--- src/sb_cfg_pkg.sv ---
// Sizing and timing constants for the store buffer
// Queue depth and pointer widths, bus widths and the watchdog limit
package sb_cfg_pkg;

    // ------------------------------------------------------------------
    // Queue sizing
    // ------------------------------------------------------------------

    // Number of store entries held in the circular queue
    localparam int SB_DEPTH = 4;
    // Slot index width, without the wrap bit
    localparam int SB_IDX_W = $clog2(SB_DEPTH);
    // Pointer width, the extra MSB tells full from empty
    localparam int SB_PTR_W = SB_IDX_W + 1;

    // ------------------------------------------------------------------
    // Bus sizing
    // ------------------------------------------------------------------

    // Word address, the two byte offset bits are dropped
    localparam int ADDR_W = 30;
    localparam int DATA_W = 32;
    localparam int SEL_W  = 4;
    // Width of one byte lane
    localparam int BYTE_W = DATA_W / SEL_W;

    // Wait cycles before an unacknowledged write is abandoned
    localparam int WDT_LIMIT = 16;
    localparam int WDT_W     = $clog2(WDT_LIMIT);

endpackage

--- src/sb_types_pkg.sv ---
// Packed structs shared by the store buffer blocks
// Store entry, forwarding answer and master side of the Wishbone bus
package sb_types_pkg;

    // One buffered store, a word address with per byte enables
    typedef struct packed {
        logic [sb_cfg_pkg::ADDR_W-1:0] adr;
        logic [sb_cfg_pkg::DATA_W-1:0] dat;
        logic [sb_cfg_pkg::SEL_W-1:0]  sel;
    } sb_entry_t;

    // Answer to a load lookup
    // A hit bit per byte lane, data lanes without a hit read as zero
    typedef struct packed {
        logic [sb_cfg_pkg::SEL_W-1:0]  hit;
        logic [sb_cfg_pkg::DATA_W-1:0] dat;
    } sb_fwd_t;

    // ------------------------------------------------------------------
    // Wishbone classic, signals driven by the master
    // ------------------------------------------------------------------

    typedef struct packed {
        logic                          cyc;
        logic                          stb;
        logic                          we;
        logic [sb_cfg_pkg::ADDR_W-1:0] adr;
        logic [sb_cfg_pkg::SEL_W-1:0]  sel;
        logic [sb_cfg_pkg::DATA_W-1:0] dat;
    } wb_m2s_t;

endpackage

--- src/bus_watchdog.sv ---
// Wait cycle counter for an outstanding bus write
// Flags expiry once the write has waited the full limit
`timescale 1ns/1ps

module bus_watchdog (
    input  logic clk_i,
    input  logic rst_n_i,
    input  logic run_i,
    output logic expired_o
);

    localparam logic [sb_cfg_pkg::WDT_W-1:0] LAST_CNT =
        sb_cfg_pkg::WDT_W'(sb_cfg_pkg::WDT_LIMIT - 1);

    logic [sb_cfg_pkg::WDT_W-1:0] cnt_q;

    // Counts cycles with the write on the bus, back to zero once it ends
    always_ff @(posedge clk_i) begin
        if (!rst_n_i) begin
            cnt_q <= '0;
        end else if (!run_i) begin
            cnt_q <= '0;
        end else if (cnt_q != LAST_CNT) begin
            cnt_q <= cnt_q + 1'b1;
        end
    end

    // Count starts at zero on the first wait cycle, so the last one is
    // the limit minus one
    assign expired_o = run_i && (cnt_q == LAST_CNT);

endmodule

--- src/wb_drain_fsm.sv ---
// Drain state machine, Wishbone classic write master
// Writes the oldest queue entry, pops it on ack or watchdog expiry
// Holds a sticky error flag for writes dropped by the watchdog
`timescale 1ns/1ps

module wb_drain_fsm (
    input  logic                    clk_i,
    input  logic                    rst_n_i,
    // Queue head
    input  logic                    head_valid_i,
    input  sb_types_pkg::sb_entry_t head_entry_i,
    // Bus
    output sb_types_pkg::wb_m2s_t   wb_m2s_o,
    input  logic                    wb_ack_i,
    // Watchdog
    input  logic                    wdt_expired_i,
    // Queue control and status
    output logic                    pop_o,
    output logic                    draining_o,
    output logic                    wdt_run_o,
    output logic                    drop_err_o
);

    typedef enum logic [1:0] {
        IDLE,
        WRITE,
        GAP
    } drain_state_t;

    drain_state_t state_q;
    drain_state_t state_d;

    // Copy of the head taken when the write starts
    sb_types_pkg::sb_entry_t bus_entry_q;
    logic                    drop_err_q;
    logic                    write_done;

    // Either an ack or the watchdog ends the write and retires the entry
    assign write_done = (state_q == WRITE) && (wb_ack_i || wdt_expired_i);

    always_comb begin
        state_d = state_q;
        case (state_q)
            IDLE: begin
                if (head_valid_i) begin
                    state_d = WRITE;
                end
            end
            WRITE: begin
                if (write_done) begin
                    state_d = GAP;
                end
            end
            // One cycle with cyc low between two writes
            GAP: state_d = IDLE;
            default: state_d = IDLE;
        endcase
    end

    always_ff @(posedge clk_i) begin
        if (!rst_n_i) begin
            state_q    <= IDLE;
            drop_err_q <= 1'b0;
        end else begin
            state_q <= state_d;
            // Ack wins if it shows up on the expiry cycle
            if ((state_q == WRITE) && wdt_expired_i && !wb_ack_i) begin
                drop_err_q <= 1'b1;
            end
        end
    end

    // Address, data and select stay frozen for the whole write
    always_ff @(posedge clk_i) begin
        if ((state_q == IDLE) && head_valid_i) begin
            bus_entry_q <= head_entry_i;
        end
    end

    // cyc, stb and we all follow the WRITE state register
    assign wb_m2s_o.cyc = (state_q == WRITE);
    assign wb_m2s_o.stb = (state_q == WRITE);
    assign wb_m2s_o.we  = (state_q == WRITE);
    assign wb_m2s_o.adr = bus_entry_q.adr;
    assign wb_m2s_o.sel = bus_entry_q.sel;
    assign wb_m2s_o.dat = bus_entry_q.dat;

    assign pop_o      = write_done;
    assign wdt_run_o  = (state_q == WRITE);
    assign drop_err_o = drop_err_q;

    // The head is locked from the capture cycle until it is popped
    assign draining_o = (state_q == WRITE) || ((state_q == IDLE) && head_valid_i);

endmodule

--- src/store_buffer.sv ---
// Circular store queue for the data side
// Pushes merge into a pending entry with the same word address
// Combinational store-to-load forwarding, youngest byte wins
// Head entry and pop for the drain machine
`timescale 1ns/1ps

module store_buffer (
    input  logic                    clk_i,
    input  logic                    rst_n_i,
    // Store unit
    input  logic                    st_valid_i,
    input  sb_types_pkg::sb_entry_t st_entry_i,
    output logic                    st_ready_o,
    // Load unit lookup
    input  logic [sb_cfg_pkg::ADDR_W-1:0] ld_addr_i,
    output sb_types_pkg::sb_fwd_t   ld_fwd_o,
    // Drain side
    input  logic                    pop_i,
    input  logic                    draining_i,
    output logic                    head_valid_o,
    output sb_types_pkg::sb_entry_t head_entry_o,
    output logic                    empty_o
);

    // ------------------------------------------------------------------
    // Storage and pointers
    // ------------------------------------------------------------------

    sb_types_pkg::sb_entry_t mem_q [sb_cfg_pkg::SB_DEPTH];

    // Pointers carry a wrap bit above the slot index
    logic [sb_cfg_pkg::SB_PTR_W-1:0] wr_ptr_q;
    logic [sb_cfg_pkg::SB_PTR_W-1:0] rd_ptr_q;
    logic [sb_cfg_pkg::SB_IDX_W-1:0] wr_idx;
    logic [sb_cfg_pkg::SB_IDX_W-1:0] rd_idx;
    // Number of occupied slots
    logic [sb_cfg_pkg::SB_PTR_W-1:0] count;

    logic full;
    logic empty;
    logic push;

    logic [sb_cfg_pkg::SB_DEPTH-1:0] slot_valid;
    logic [sb_cfg_pkg::SB_DEPTH-1:0] merge_match;
    logic                            merge_hit;
    logic [sb_cfg_pkg::SB_IDX_W-1:0] merge_idx;
    sb_types_pkg::sb_entry_t         merged_entry;

    assign wr_idx = wr_ptr_q[sb_cfg_pkg::SB_IDX_W-1:0];
    assign rd_idx = rd_ptr_q[sb_cfg_pkg::SB_IDX_W-1:0];
    assign count  = wr_ptr_q - rd_ptr_q;

    // Same index with different wrap bits means every slot is taken
    assign empty = (wr_ptr_q == rd_ptr_q);
    assign full  = (wr_idx == rd_idx) && (wr_ptr_q[sb_cfg_pkg::SB_PTR_W-1] !=
                                          rd_ptr_q[sb_cfg_pkg::SB_PTR_W-1]);

    // A full queue refuses merges as well as appends
    assign st_ready_o = !full;
    assign push       = st_valid_i && st_ready_o;

    // A slot is live when its distance from the head is below the count
    always_comb begin
        logic [sb_cfg_pkg::SB_IDX_W-1:0] age;
        for (int i = 0; i < sb_cfg_pkg::SB_DEPTH; i++) begin
            age           = sb_cfg_pkg::SB_IDX_W'(i) - rd_idx;
            slot_valid[i] = ({1'b0, age} < count);
        end
    end

    // ------------------------------------------------------------------
    // Merge lookup for the store port
    // ------------------------------------------------------------------

    // The head is left alone while it sits on the bus, a store to the
    // same address then goes into a fresh entry behind it
    always_comb begin
        merge_idx = '0;
        for (int i = 0; i < sb_cfg_pkg::SB_DEPTH; i++) begin
            merge_match[i] = slot_valid[i] && (mem_q[i].adr == st_entry_i.adr) &&
                             !(draining_i && (sb_cfg_pkg::SB_IDX_W'(i) == rd_idx));
            if (merge_match[i]) begin
                merge_idx = sb_cfg_pkg::SB_IDX_W'(i);
            end
        end
    end

    assign merge_hit = |merge_match;

    // Old entry with the enabled bytes of the new store laid over it
    always_comb begin
        merged_entry     = mem_q[merge_idx];
        merged_entry.sel = mem_q[merge_idx].sel | st_entry_i.sel;
        for (int b = 0; b < sb_cfg_pkg::SEL_W; b++) begin
            if (st_entry_i.sel[b]) begin
                merged_entry.dat[b*sb_cfg_pkg::BYTE_W +: sb_cfg_pkg::BYTE_W] =
                    st_entry_i.dat[b*sb_cfg_pkg::BYTE_W +: sb_cfg_pkg::BYTE_W];
            end
        end
    end

    // Entry storage, payload only
    always_ff @(posedge clk_i) begin
        if (push) begin
            if (merge_hit) begin
                mem_q[merge_idx] <= merged_entry;
            end else begin
                mem_q[wr_idx] <= st_entry_i;
            end
        end
    end

    // A merge leaves the write pointer where it is
    always_ff @(posedge clk_i) begin
        if (!rst_n_i) begin
            wr_ptr_q <= '0;
            rd_ptr_q <= '0;
        end else begin
            if (push && !merge_hit) begin
                wr_ptr_q <= wr_ptr_q + 1'b1;
            end
            if (pop_i && !empty) begin
                rd_ptr_q <= rd_ptr_q + 1'b1;
            end
        end
    end

    // ------------------------------------------------------------------
    // Load forwarding
    // ------------------------------------------------------------------

    // Walk from oldest to youngest so later stores overwrite earlier bytes
    always_comb begin
        logic [sb_cfg_pkg::SB_IDX_W-1:0] slot;
        ld_fwd_o = '0;
        for (int k = 0; k < sb_cfg_pkg::SB_DEPTH; k++) begin
            slot = rd_idx + sb_cfg_pkg::SB_IDX_W'(k);
            if (slot_valid[slot] && (mem_q[slot].adr == ld_addr_i)) begin
                for (int b = 0; b < sb_cfg_pkg::SEL_W; b++) begin
                    if (mem_q[slot].sel[b]) begin
                        ld_fwd_o.hit[b] = 1'b1;
                        ld_fwd_o.dat[b*sb_cfg_pkg::BYTE_W +: sb_cfg_pkg::BYTE_W] =
                            mem_q[slot].dat[b*sb_cfg_pkg::BYTE_W +: sb_cfg_pkg::BYTE_W];
                    end
                end
            end
        end
    end

    // Oldest entry goes to the drain machine
    assign head_valid_o = !empty;
    assign head_entry_o = mem_q[rd_idx];
    assign empty_o      = empty;

endmodule

--- src/store_buffer_top.sv ---
// Store buffer top level
// Queue, drain state machine and bus watchdog wired together
`timescale 1ns/1ps

module store_buffer_top (
    input  logic                          clk_i,
    input  logic                          rst_n_i,
    // Store unit
    input  logic                          st_valid_i,
    input  sb_types_pkg::sb_entry_t       st_entry_i,
    output logic                          st_ready_o,
    // Load unit
    input  logic [sb_cfg_pkg::ADDR_W-1:0] ld_addr_i,
    output sb_types_pkg::sb_fwd_t         ld_fwd_o,
    // Wishbone master, writes only so read data goes nowhere
    output sb_types_pkg::wb_m2s_t         wb_m2s_o,
    input  logic [sb_cfg_pkg::DATA_W-1:0] wb_dat_i,
    input  logic                          wb_ack_i,
    // Status
    output logic                          empty_o,
    output logic                          drop_err_o
);

    logic                    head_valid;
    sb_types_pkg::sb_entry_t head_entry;
    logic                    pop;
    logic                    draining;
    logic                    wdt_run;
    logic                    wdt_expired;

    store_buffer u_store_buffer (
        .clk_i        (clk_i),
        .rst_n_i      (rst_n_i),
        .st_valid_i   (st_valid_i),
        .st_entry_i   (st_entry_i),
        .st_ready_o   (st_ready_o),
        .ld_addr_i    (ld_addr_i),
        .ld_fwd_o     (ld_fwd_o),
        .pop_i        (pop),
        .draining_i   (draining),
        .head_valid_o (head_valid),
        .head_entry_o (head_entry),
        .empty_o      (empty_o)
    );

    wb_drain_fsm u_wb_drain_fsm (
        .clk_i         (clk_i),
        .rst_n_i       (rst_n_i),
        .head_valid_i  (head_valid),
        .head_entry_i  (head_entry),
        .wb_m2s_o      (wb_m2s_o),
        .wb_ack_i      (wb_ack_i),
        .wdt_expired_i (wdt_expired),
        .pop_o         (pop),
        .draining_o    (draining),
        .wdt_run_o     (wdt_run),
        .drop_err_o    (drop_err_o)
    );

    bus_watchdog u_bus_watchdog (
        .clk_i     (clk_i),
        .rst_n_i   (rst_n_i),
        .run_i     (wdt_run),
        .expired_o (wdt_expired)
    );

endmodule

--- config.mk ---
export PLATFORM = sky130hd
export DESIGN_NAME = store_buffer_top
export DESIGN_NICKNAME = d
export VERILOG_FILES = /design/src/sb_cfg_pkg.sv /design/src/sb_types_pkg.sv /design/src/bus_watchdog.sv /design/src/wb_drain_fsm.sv /design/src/store_buffer.sv /design/src/store_buffer_top.sv
export SDC_FILE = /design/constraint.sdc
export NUM_CORES = 1
export LEC_CHECK = 0
export BUFFER_PORTS_ARGS = -buffer_cell sky130_fd_sc_hd__buf_2
export CORE_MARGIN = 2
export CORE_UTILIZATION = 55
export CTS_CLUSTER_SIZE = 20
export DETAILED_ROUTE_END_ITERATION = 7
export GPL_TIMING_DRIVEN = 0
export PLACE_DENSITY = 0.78
export SKIP_LAST_GASP = 1
export SYNTH_ARGS = -nofsm -noshare
export SYNTH_HDL_FRONTEND = slang
export SYNTH_SLANG_ARGS = --single-unit
export TNS_END_PERCENT = 30
--- constraint.sdc ---
create_clock -name clk_i -period 7.9 [get_ports clk_i]
set_input_delay 0.79 -clock clk_i [delete_from_list [all_inputs] [get_ports clk_i]]
set_output_delay 0.79 -clock clk_i [all_outputs]
set_load 0.05 [all_outputs]
==> flow_summary.yaml, run 1 <==
status:
  status: "finished with violations"
  violations: "max-capacitance violations, max-slew violations"
cts:
  clock_path_buffers: 3
  h-tree-depth: 2
  clockRootBuffer: "clkbuf_16"
  cts_tree: "built"
  clk_pin_slew_worst_paths_ns: 0.06
  cts_buffers: 38
  cts_hold_buf: 0
  clk_latency_ns: 0.59
  cts.sinks: 345
cells_and_area:
  drive_above_1_share_pct: 28.0
  syn2layout_area_growth_pct: 13.1
  nNetsFinal: 2253
  postLayoutCellArea_sq_mm: 0.0281
  post_layout_nonfiller_instances: 2727
global_route:
  grt_overflow: 0
  antenna_found_initial: 6
  track_usage_pct: 40.8
  grt_max_degree: 23
  grt_pass1_wl_mm: 138
  grt_pass1_vias: 19847
placed_design:
  place_hpwl_mm: 69.8
  placed_cells: 2656
  io_buffers: 162
  place_area_sq_mm: 0.0268
  place_congestion: 1.02
synth:
  synth.top_cells.by_count: "edfxtp_1 (330), mux4_2 (235), xor2_1 (152)"
  synth_top_area_share_pct: 39.9
  ys_ff_latch: 345
  avgSynthCellArea_sq_um: 13.2
  syn_nets: 2029
  synth.largest_area_cell: "edfxtp_1"
  synth_edf_count: 330
  synth_area_sq_mm: 0.0248
  syn-instance-count: 1881
  ys_types: 63
  async_reset_ff_share_pct: 0
  ys.flop_type: "edfxtp_1"
  synth_area_leaders: "edfxtp_1 (40%), mux4_2 (21%), xor2_1 (5.4%), xnor2_1 (3.4%), mux2i_1 (2.4%)"
  yosysMostFrequentCell: "edfxtp_1"
  yosysWarnings: 0
  seq_area_frac_synth_pct: 41.1
floorplanning:
  core_area_sq_mm: 0.0444
  die_w_um: 217
  die_height_um: 217
  row_count: 77
  start_util_pct: 55.9
  dieArea_sq_mm: 0.0469
  num_io_pins: 240
sta:
  maxSlewViolCount: 1
  min_period_ns: 7.85
  fin_skew_ns: 0.0285
  worst_pin_slew_ns: 1.49
  period_share_pct: 99.3
  max_slew_margin_pct: -0.253
  setup_violations: 0
  fmax_mhz: 127
  hold_violations: 0
  rsz0062_at_grt: "true"
worst_hold_path:
  hold_class: "flip-flop to flip-flop"
  whs_path_depth: 2
  hp-start: "u_store_buffer.wr_ptr_q[2]"
  worst_hold_path.endpoint: "u_store_buffer.wr_ptr_q[2]"
detailed_routing:
  dr.pass1.iters: 7
  routed_wl_mm: 96.3
  antenna_left: 0
  vias_per_cell: 7.63
  wl_per_cell_um: 35.3
  num_vias: 20817
  post-route-drc-count: 0
  first_iter_violations: 4320
critical_path:
  critPathLaunchType: "flip-flop"
  r2r_end: "u_store_buffer.mem_q[3][43]"
  required_ns: 7.11
  cp_max_fo: 19
  timing_worst_setup_path_type: "flip-flop to output pin"
  r2r_cells: 18
  end_kind: "output pin"
  r2r_slack_ns: 0.90
  r2r_start: "u_store_buffer.rd_ptr_q[1]"
  cp.arrival_ns: 7.06
pwr:
  leakage_nw: 8.68
  peakVddDrop_mv: 0.179
  power_density_mw_per_mm2: 179
job:
  maxCapViolations: 1
[placed cells by master (no fill, tap or decap), drive strengths merged, types with 21 or more instances in the layout]
cell type / count
nand2b: 34
a211oi: 62
o31a: 32
edfxtp: 330
nand2: 82
nand4: 31
o22a: 34
buf: 254
nor2: 97
nor4: 45
o31ai: 34
a311oi: 32
nor3: 44
mux4: 253
a2111oi: 34
o21ai: 37
nand3: 46
clkbuf: 169
mux2: 41
xnor2: 98
mux2i: 59
inv: 21
xor2: 152
[sequential cells by signal, indices dropped and copies added, names as in the netlist, named ones only]
signal / count
u_store_buffer.wr_ptr_q: 3
u_wb_drain_fsm.state_q: 2
u_wb_drain_fsm.wb_m2s_o: 66
u_store_buffer.rd_ptr_q: 3
u_bus_watchdog.cnt_q: 4
u_store_buffer.mem_q: 264
u_wb_drain_fsm.drop_err_o: 1
[layer usage]
layer,routed length (um),GRT usage [%],vias to the layer above
met1,34100,56.3,10263
li1,-,-,8072
met3,14300,11.1,383
met4,5450,19.3,6
met5,42,0,-
met2,42300,60.4,2093
[critical path, cell delays in order, from the launching register on]
cell       delay, ns
dfxtp_1         0.40
buf_2           0.43
buf_2           0.48
inv_1           0.31
ha_1            0.39
buf_4           0.19
buf_6           0.30
buf_4           0.36
buf_6           0.29
mux2i_1         0.25
xor2_1          0.18
o2111ai_1       0.39
nor4_2          0.64
nand4_1         0.56
clkbuf_1        0.43
nand2b_1        0.25
a311oi_1        0.28
buf_2           0.32
[layout make-up]
type                       instances  area (sq um)
timing repair buffer             185          1230
tap                              592           741
clock buffer                      48          1040
buffer                           190           922
inverter                          20          75.1
antenna                            3          7.51
fill                            3242         16300
clock inverter                    19           191
sequential                       345         10200
multi-input combinational       1325         13700
[report_power, final]
part / internal, W / switching (W) / leakage, nW / total, W
registers: 0.00214 / 0.0000774 / 3.15 / 0.00222
clock network: 0.00103 / 0.000779 / 0.602 / 0.00181
logic: 0.000361 / 0.000648 / 4.93 / 0.00101
total: 0.00353 / 0.00150 / 8.68 / 0.00504
[worst max-delay path by stage]
stage	start	endpoint	slack, ns	cells after the start
2_1_floorplan	u_store_buffer.rd_ptr_q[1]	u_store_buffer.mem_q[1][0]	0.69	15
3_5_place_dp	u_store_buffer.rd_ptr_q[1]	ld_fwd_o[1]	0.03	15
4_1_cts	u_store_buffer.rd_ptr_q[1]	ld_fwd_o[2]	0.15	15
5_1_grt	u_store_buffer.rd_ptr_q[1]	ld_fwd_o[2]	-0.02	15
3_3_place_gp	u_store_buffer.rd_ptr_q[1]	u_store_buffer.mem_q[1][37]	-4.10	15
6_report	u_store_buffer.rd_ptr_q[1]	ld_fwd_o[7]	0.05	17
[kinds of logic (layout without fill, tap and decap cells)]
family | after synthesis | count (layout) | share of synthesized area, %
and+or+nand+nor | 398 | 398 | 8.12
DFF | 345 | 345 | 41.1
adders and majority gates | 16 | 16 | 0.836
muxes | 353 | 353 | 27.4
other | 0 | 3 | 0
buffers and inverters | 211 | 462 | 4.03
xor gates and xnor gates | 250 | 250 | 8.84
AOI/OAI and AO/OA | 308 | 308 | 9.62
[per-stage QoR]
| stage | total power, W | util [%] | worst slack [ns] | setup TNS [ns] | hold slack [ns] |
|---|---|---|---|---|---|
| after floorplan | 0.00291 | - | 0.688 | 0 | 0.464 |
| after global placement | 0.00321 | 59.4 | -4.10 | -1088.27 | 0.465 |
| after detailed placement | 0.00323 | 60.4 | 0.0308 | 0 | 0.479 |
| after CTS | 0.00501 | 63.2 | 0.154 | 0 | 0.497 |
| after global routing | 0.00514 | 63.3 | -0.0223 | -0.0223 | 0.531 |
| final | 0.00504 | 63.3 | 0.0529 | 0 | 0.499 |
[timing repair]
item,4_1_cts,5_1_grt
endpoints found under the setup margin,32,14
resized for setup,1,1
pin swaps,0,2
buffers inserted,0,2
(Power assumes the default switching activity.)
==> run 2: changes to the inputs <==
--- a/config.mk
+++ b/config.mk
@@ -6,6 +6,7 @@
 export NUM_CORES = 1
 export LEC_CHECK = 0
 export BUFFER_PORTS_ARGS = -buffer_cell sky130_fd_sc_hd__buf_2
+export CORE_ASPECT_RATIO = 0.8
 export CORE_MARGIN = 2
 export CORE_UTILIZATION = 55
 export CTS_CLUSTER_SIZE = 20
==> flow_summary.yaml, run 2 (same netlist as run 1, synthesis figures left out) <==
sta:
  fin_skew_ns: 0.0246
  max_slew_margin_pct: 9.17
  period_share_pct: 101
  fmax_mhz: 125
  tns_ns: -0.170
  worst_slack_ns: -0.0821
  maxSlewViolCount: 0
  min_period_ns: 7.98
  worst_pin_slew_ns: 1.36
  hold_violations: 0
  hold_slack_ns: 0.487
  setup_violations: 3
  rsz0062_at_grt: "true"
floorplanning:
  num_io_pins: 240
  die_w_um: 242
  dieArea_sq_mm: 0.0469
  row_count: 69
  start_util_pct: 55.9
  core_area_sq_mm: 0.0445
  die_height_um: 194
placed_design:
  place_ws_ns: 0.429
  io_buffers: 162
  place_congestion: 1.09
  place_hpwl_mm: 69.9
cts:
  cts.sinks: 345
  clk_pin_slew_worst_paths_ns: 0.06
  clockRootBuffer: "clkbuf_16"
  cts_buffers: 38
  cts_tree: "built"
  post_cts_buffers: 0
  clk_latency_ns: 0.60
  clock_path_buffers: 3
  h-tree-depth: 2
cells_and_area:
  syn2layout_area_growth_pct: 13.0
  final_common_cell: "edfxtp_1"
  regMostFlops: "u_store_buffer.mem_q"
  largest_register_ffs: 264
  nNetsFinal: 2251
  drive_above_1_share_pct: 28.0
  most-common-layout-cells: "edfxtp_1 (330), mux4_2 (235), buf_2 (189), xor2_1 (152), clkbuf_1 (128)"
worst_hold_path:
  hold_class: "input port to flip-flop"
critical_path:
  cp.arrival_ns: 7.19
  required_ns: 7.11
  cp_max_fo: 19
  critPathLaunchType: "flip-flop"
  timing_worst_setup_path_type: "flip-flop to output pin"
  end_kind: "output pin"
pwr:
  leakage_nw: 8.67
  combPwrFrac_pct: 20.0
  p_int_w: 0.00353
  p_sw_w: 0.00152
  seqPwrFrac_pct: 43.8
  power_density_mw_per_mm2: 180
  p_sw_share_pct: 30.2
  peakVddDrop_mv: 0.264
  clockPowerShare_pct: 36.2
detailed_routing:
  dr.pass1.iters: 6
  num_vias: 20817
  routed_wl_mm: 95.4
  wl_per_cell_um: 34.8
  antenna_left: 0
  wl_met1_mm: 35.3
  vias_per_cell: 7.60
  wl_met3_mm: 16.2
  wl_met2_mm: 39.7
  top_layer_used: "met5"
  post-route-drc-count: 0
  first_iter_violations: 4265
global_route:
  grt_overflow: 0
  grt_pass1_vias: 19817
  grt_pass1_wl_mm: 137
  antenna_found_initial: 4
  grt_max_degree: 24
  track_usage_pct: 40.3
job:
  maxCapViolations: 0
status:
  status: "finished with violations"
  violations: "negative setup slack"
run 2: cell types whose count changed in the layout (fill, tap and decap cells not counted), sizes merged:
cell / delta
inv: +1
buf: -2
bufinv: +1
clkinv: +1
clkbuf: -1
run 2: through the flow:
step	cells	utilization [%]	total power [W]	cell area, sq um
finish	2738	63.2	0.00506	28100
global route	2735	63.1	0.00517	28100
CTS	2735	63.1	0.00502	28100
detailed placement	2667	60.3	0.00323	26800
global placement	2646	59.4	0.00320	26400
floorplan	1881	-	0.00291	24800
run 2: worst paths after layout:
kind	startpoint	endpoint	slack, ns	depth (start not counted)
worst min-delay path	wb_ack_i	u_wb_drain_fsm.state_q[1]	0.49	3
worst min register to register	u_wb_drain_fsm.drop_err_o	u_wb_drain_fsm.drop_err_o	0.49	2
worst max-delay path	u_store_buffer.rd_ptr_q[1]	ld_fwd_o[1]	-0.08	16
worst max register to register	u_store_buffer.rd_ptr_q[1]	u_store_buffer.mem_q[2][31]	0.73	19
run 2: cell type report:
class | instances | area, sq um
Fill cell | 3403 | 16400
Multi-Input combinational cell | 1325 | 13700
Sequential cell | 345 | 10200
Timing Repair Buffer | 183 | 1180
Clock buffer | 47 | 995
Buffer | 190 | 923
Tap cell | 603 | 754
Clock inverter | 22 | 238
Inverter | 20 | 75.1
Antenna cell | 3 | 7.51
run 2: metal layers:
| layer | up-vias | GRT usage (%) |
|---|---|---|
| li1 | 8069 | - |
| met1 | 10283 | 57.3 |
| met2 | 2135 | 56.1 |
| met3 | 326 | 15.6 |
| met4 | 4 | 15.0 |
| met5 | - | 0 |
run 2: power groups by stage:
| stage | clock network, W | registers [W] | logic [W] |
|---|---|---|---|
| 2_1_floorplan | 0 | 0.00239 | 0.000516 |
| 3_3_place_gp | 0 | 0.00226 | 0.000938 |
| 3_5_place_dp | 0 | 0.00225 | 0.000978 |
| 4_1_cts | 0.00183 | 0.00221 | 0.000983 |
| 5_1_grt | 0.00190 | 0.00222 | 0.00104 |
| 6_report | 0.00183 | 0.00221 | 0.00101 |
run 2: what timing repair did:
action                     4_1_cts  5_1_grt
hold endpoints to repair         0        0
hold buffers                     0        0
resized for setup                1        3
setup endpoints to repair        8        9
run 2: critical path, cell delays in order (launching register included):
cell	delay, ns
dfxtp_1	0.39
buf_2	0.39
buf_2	0.49
inv_1	0.31
ha_1	0.39
buf_4	0.18
buf_6	0.31
buf_2	0.44
mux4_1	0.38
xnor2_1	0.52
nand4_1	0.29
nor4_4	0.74
nand2_2	0.32
o22a_1	0.31
buf_6	0.16
a311oi_1	0.52
buf_2	0.38
